--- config.mk ---
export PLATFORM = sky130hd
export DESIGN_NAME = error_reporter
export DESIGN_NICKNAME = d
export VERILOG_FILES = /design/src/source/ccip_sniffer_pkg.sv /design/src/source/error_reporter.sv
export VERILOG_INCLUDE_DIRS = /design/src /design/src/source
export SDC_FILE = /design/constraint.sdc
export NUM_CORES = 1
export LEC_CHECK = 0
export ABC_AREA = 1
export BUFFER_PORTS_ARGS = -buffer_cell sky130_fd_sc_hd__buf_2
export CORE_MARGIN = 2
export CORE_UTILIZATION = 33
export DETAILED_ROUTE_END_ITERATION = 8
export GPL_ROUTABILITY_DRIVEN = 0
export PLACE_DENSITY = 0.88
export SYNTH_ARGS = -nofsm -noshare
export SYNTH_HDL_FRONTEND = slang
export SYNTH_SLANG_ARGS = --single-unit
--- constraint.sdc ---
create_clock -name clk -period 0.8 [get_ports clk]
set_clock_uncertainty 0.05 [all_clocks]
set_input_delay 0.12 -clock clk [delete_from_list [all_inputs] [get_ports clk]]
set_output_delay 0.12 -clock clk [all_outputs]
set_load 0.05 [all_outputs]
--- src/source/ccip_sniffer_params.svh ---
`ifndef CCIP_SNIFFER_PARAMS_SVH
`define CCIP_SNIFFER_PARAMS_SVH

// Cache-line address width, CCI-P default build
`define CCIP_ADDR_WIDTH 42

// Request metadata tag, returned unchanged with the response
`define CCIP_MDATA_WIDTH 16

// MMIO transaction ID, one tracker entry per value
`define CCIP_TID_WIDTH 9

// MMIO read response data word
`define CCIP_DATA_WIDTH 64

// Cycles allowed from MMIO read request to its response
`define MMIO_RSP_TIMEOUT 512
// Must hold MMIO_RSP_TIMEOUT without wrapping
`define MMIO_TIMER_WIDTH 10

// One bit per protocol rule
`define SNIFF_VECTOR_WIDTH 22

`endif

--- src/source/ccip_sniffer_pkg.sv ---
`include "ccip_sniffer_params.svh"

package ccip_sniffer_pkg;

   // Channel 0 read types, other 4-bit codes are illegal
   typedef enum logic [3:0] {
      RDLINE_I = 4'h0,
      RDLINE_S = 4'h1
   } c0_req_t;

   // Channel 1 write and fence types
   typedef enum logic [3:0] {
      WRLINE_I = 4'h0,
      WRLINE_M = 4'h1,
      WRPUSH_I = 4'h2,
      WRFENCE  = 4'h4
   } c1_req_t;

   // cl_len encoding: 00 one line, 01 two, 10 three (illegal), 11 four
   typedef struct packed {
      logic [1:0]                   vc_sel;
      logic [1:0]                   cl_len;
      c0_req_t                      req_type;
      logic [`CCIP_ADDR_WIDTH-1:0]  address;
      logic [`CCIP_MDATA_WIDTH-1:0] mdata;
   } c0_req_hdr_t;

   // Write header, sop marks the first beat of a packet
   typedef struct packed {
      logic [1:0]                   vc_sel;
      logic                         sop;
      logic [1:0]                   cl_len;
      c1_req_t                      req_type;
      logic [`CCIP_ADDR_WIDTH-1:0]  address;
      logic [`CCIP_MDATA_WIDTH-1:0] mdata;
   } c1_req_hdr_t;

   typedef struct packed {
      logic [`CCIP_TID_WIDTH-1:0] tid;
   } mmio_rsp_hdr_t;

   typedef struct packed {
      logic        valid;
      c0_req_hdr_t hdr;
   } c0_beat_t;

   typedef struct packed {
      logic        valid;
      c1_req_hdr_t hdr;
   } c1_beat_t;

   // MMIO read response from the accelerator
   typedef struct packed {
      logic                        mmio_rd_valid;
      mmio_rsp_hdr_t               hdr;
      logic [`CCIP_DATA_WIDTH-1:0] data;
   } c2_beat_t;

   // MMIO read request seen on receive channel 0
   typedef struct packed {
      logic                       valid;
      logic [`CCIP_TID_WIDTH-1:0] tid;
   } mmio_req_t;

   // Bit index of each rule in the error vector
   typedef enum logic [4:0] {
      C0_INVALID_REQTYPE = 5'd0,
      C0_OVERFLOW        = 5'd1,
      C0_3CL             = 5'd2,
      C0_ALIGN2          = 5'd3,
      C0_ALIGN4          = 5'd4,
      C0_ADDR_ZERO       = 5'd5,
      C1_INVALID_REQTYPE = 5'd6,
      C1_OVERFLOW        = 5'd7,
      C1_3CL             = 5'd8,
      C1_ALIGN2          = 5'd9,
      C1_ALIGN4          = 5'd10,
      C1_ADDR_ZERO       = 5'd11,
      C1_SOP_NOT_SET     = 5'd12,
      C1_SOP_IN_MCL      = 5'd13,
      C1_UNEXP_ADDR      = 5'd14,
      C1_UNEXP_VCSEL     = 5'd15,
      C1_UNEXP_MDATA     = 5'd16,
      C1_UNEXP_CLLEN     = 5'd17,
      C1_UNEXP_REQTYPE   = 5'd18,
      C1_WRFENCE_IN_MCL  = 5'd19,
      MMIO_TIMEOUT       = 5'd20,
      MMIO_UNSOLICITED   = 5'd21
   } sniff_code_t;

   typedef logic [`SNIFF_VECTOR_WIDTH-1:0] sniff_vec_t;

endpackage

--- src/source/error_reporter.sv ---
`timescale 1ns/100ps

module error_reporter
   import ccip_sniffer_pkg::*;
(
   input  logic       clk,
   input  logic       ase_reset,
   input  logic       soft_reset_s,
   input  sniff_vec_t c0_flags,
   input  sniff_vec_t c1_flags,
   input  sniff_vec_t mmio_flags,
   output sniff_vec_t error_code
);

   // Soft reset aligned with the checker stage
   logic soft_reset_q;

   always_ff @(posedge clk) begin
      if (ase_reset) begin
         soft_reset_q <= 1'b0;
      end else begin
         soft_reset_q <= soft_reset_s;
      end
   end

   // Sticky OR of all checker pulses
   always_ff @(posedge clk) begin
      if (ase_reset || soft_reset_q) begin
         error_code <= '0;
      end else begin
         // Each checker owns disjoint bits
         error_code <= error_code | c0_flags | c1_flags | mmio_flags;
      end
   end

endmodule

==> summary.txt <==
Outcome
  • Failing checks: setup timing
  • Status: complete, but fails checks

Hold path
  • Hold Crit Start: c0_flags[5]
  • Worst Hold Class: input pin to register

Detailed routing
  • Drt drc: 0
  • First-pass DRT Iterations: 1
  • WL/cell: 11.93 um
  • Via Count: 1044
  • Via density: between 4 and 5
  • Antenna Nets Post-Route: 0
  • Iter 0 DRT Violations: 0
  • Total routed wirelength: around 2700 um

Logic synthesis
  • Ys flop type: dfxtp_1
  • Ranking of synthesized cells by area: dfxtp_1 (54%), a21oi_2 (20%), nor2_1 (20%)
  • Post-Syn Area per Cell: 8.902 sq um
  • Post-synth top area cell: dfxtp_1
  • Top-area cell type share of the netlist area: 53.88%
  • Count leader, synth: nor2_1
  • Syn Nets: 165
  • Post-synthesis sequential area ratio: roughly 54%
  • Ys Warns: 0
  • Synth unique cells: 7
  • Mapped Area: around 850 sq um
  • Post-synthesis async set-or-reset flop share: 0%
  • Synth cell count leaders: nor2_1 (45), dfxtp_1 (23), a21oi_2 (20)
  • EDFF count, synth: 0
  • Post-synthesis register bit count: 23
  • Syn Inst Count: 96

Timing
  • Least-Margin Pin Slew: 0.1999 ns
  • Final Cycle Share: 124.2%
  • Fin. max-slew vios: 0
  • Headroom to the max-slew limit: 86.62%
  • Post-route setup slack: -0.1933 ns
  • Hold WS: 0.01007 ns
  • Tmin final: 0.9933 ns
  • RSZ-0062 raised after global routing: true
  • Final hold vios: 0
  • Final setup TNS: -4.991 ns
  • Final setup viols: 44
  • Peak Freq: between 1000 and 1500 MHz

Layout
  • Fill count: 190
  • Area Overhead vs Synth: 105.0%
  • Design area: 1752 sq um
  • Fin nets: roughly 270
  • Ant. Diodes: 0
  • Share of cells above drive strength 1: 72.86%
  • Fin util: 71.36%

Clock tree
  • Clk sinks: 23
  • CTS tree: done
  • Register clock-pin slew on the reported worst setup and hold paths: 0.13 ns
  • Clock buffer depth: 2
  • Cts bufs inserted: 3
  • Later-pin clock latency in the skew report: about 0.30 ns
  • H-Tree Depth: 1
  • CTS root buffer: clkbuf_4

Flow run
  • Max Cap Viol: 0

Worst setup path
  • R2R Path Start: soft_reset_q$_SDFF_PP0_
  • Internal reg-to-reg setup slack: -0.06 ns
  • CP max FO: 2
  • Largest delay contributor family on the critical path: flip-flops
  • Worst Setup End Kind: primary output
  • CP required: between 0.6 and 0.7 ns
  • Worst setup SP type: register
  • Critical Path, Cell by Cell: buf_8
  • CP max stage delay: 0.38 ns
  • CP Buf/Inv Count: 1
  • CP Class: register to primary output
  • Worst Setup SP: error_code[15]$_SDFF_PP0_
  • CP max stage cell: dfxtp_2
  • WP data arrival: 0.82 ns

Die
  • Full die area: 3013 sq um
  • Core Box Area: 2455 sq um
  • IO Pins: between 90 and 100
  • Die Width: about 55 um
  • Num rows: 18
  • Initial core utilization: between 30% and 40%
  • Die Ht: ~55 um

Place
  • Worst slack, placed: -0.03309 ns
  • DP Area: 1388 sq um
  • Post-DP HPWL: 1785 um
  • PortBufs: 90

GRT
  • Initial antenna violation count: 0
  • Largest net degree at the start of global routing: 13
  • GR Util All Layers: 17.11%
  • Vias in the first global route: 940
  • First-pass GRT wire length: 3663 um
  • GRT overflow: 0

Power and ir drop
  • Peak VDD IR: between 1500 and 2000 uV
  • P per Cell Area: approximately 1600 nW/um^2
  • Leak pwr: around 0.86 nW
## metal layers
metal,share of wire [%],GRT usage [%],vias up
met2,54,34.13,63
met3,11,4.301,4
met1,34,17.64,463
met4,1.3,3.659,0
met5,0,0,-
li1,-,-,514
## cells in the final DEF (no fill, tap or decap), drive strengths merged
cell / instances
dlygate4sd3: 6
nor2: 45
inv: 3
nand2: 1
a21oi: 22
dfxtp: 23
buf: 95
clkbuf: 4
## power breakdown
part | leakage [nW] | switching (mW) | internal [mW]
Combinational | 0.644 | 0.509 | 0.470
Clock | 0.0150 | 0.332 | 0.194
Sequential | 0.197 | 0.0732 | 1.25
Total | 0.856 | 0.915 | 1.91
## timing repair
| action | 4_1_cts | 5_1_grt |
|---|---|---|
| pin swaps | 0 | 1 |
| setup buffers | 1 | 1 |
| hold endpoints to repair | 4 | 1 |
| endpoints found under the setup margin | 44 | 44 |
| gates cloned | 2 | 0 |
| hold buffers | 5 | 1 |
| gates resized for setup | 56 | 14 |
## worst register-to-register path: cells and delay by family (launching register included)
| family | cells | cell delay, ns |
|---|---|---|
| flops | 1 | 0.34 |
| buf+inv | 2 | 0.22 |
| simple gates | 1 | 0.10 |
| compound gates | 1 | 0.09 |
## logic make-up after synthesis
| logic type | Yosys count | synth area share (%) |
|---|---|---|
| buffers and inverters | 5 | 3.953 |
| AND/OR/NAND/NOR | 46 | 20.50 |
| flip-flops | 23 | 53.88 |
| AO/OA/AOI/OAI | 22 | 21.67 |
## path summary, 6_finish.rpt
kind	end	cells after the start
setup / recovery	error_code[15]	1
hold / removal	error_code[5]$_SDFF_PP0_	3
setup reg to reg	error_code[1]$_SDFF_PP0_	4
hold reg to reg	error_code[5]$_SDFF_PP0_	2
## metrics by stage
step                total power, mW  instances
finish                        2.828        229
global route                  2.980        229
CTS                           2.809        228
detailed placement            2.059        216
global placement              2.045        216
floorplan                     1.778         96
## cell type report
| cell class | count | area, sq um | area share [%] |
|---|---|---|---|
| Inverter | 3 | 11.26 | 0.6429 |
| Tap cell | 30 | 37.54 | 2.143 |
| Timing Repair Buffer | 101 | 814.5 | 46.50 |
| Multi-Input combinational cell | 68 | 372.9 | 21.29 |
| Clock buffer | 4 | 26.28 | 1.500 |
| Sequential cell | 23 | 489.2 | 27.93 |
## sequential cells by signal, indices dropped and copies added (netlist names)
name and count:
soft_reset_q 1, error_code 22
No activity file was read; power rests on OpenSTA's default activity.
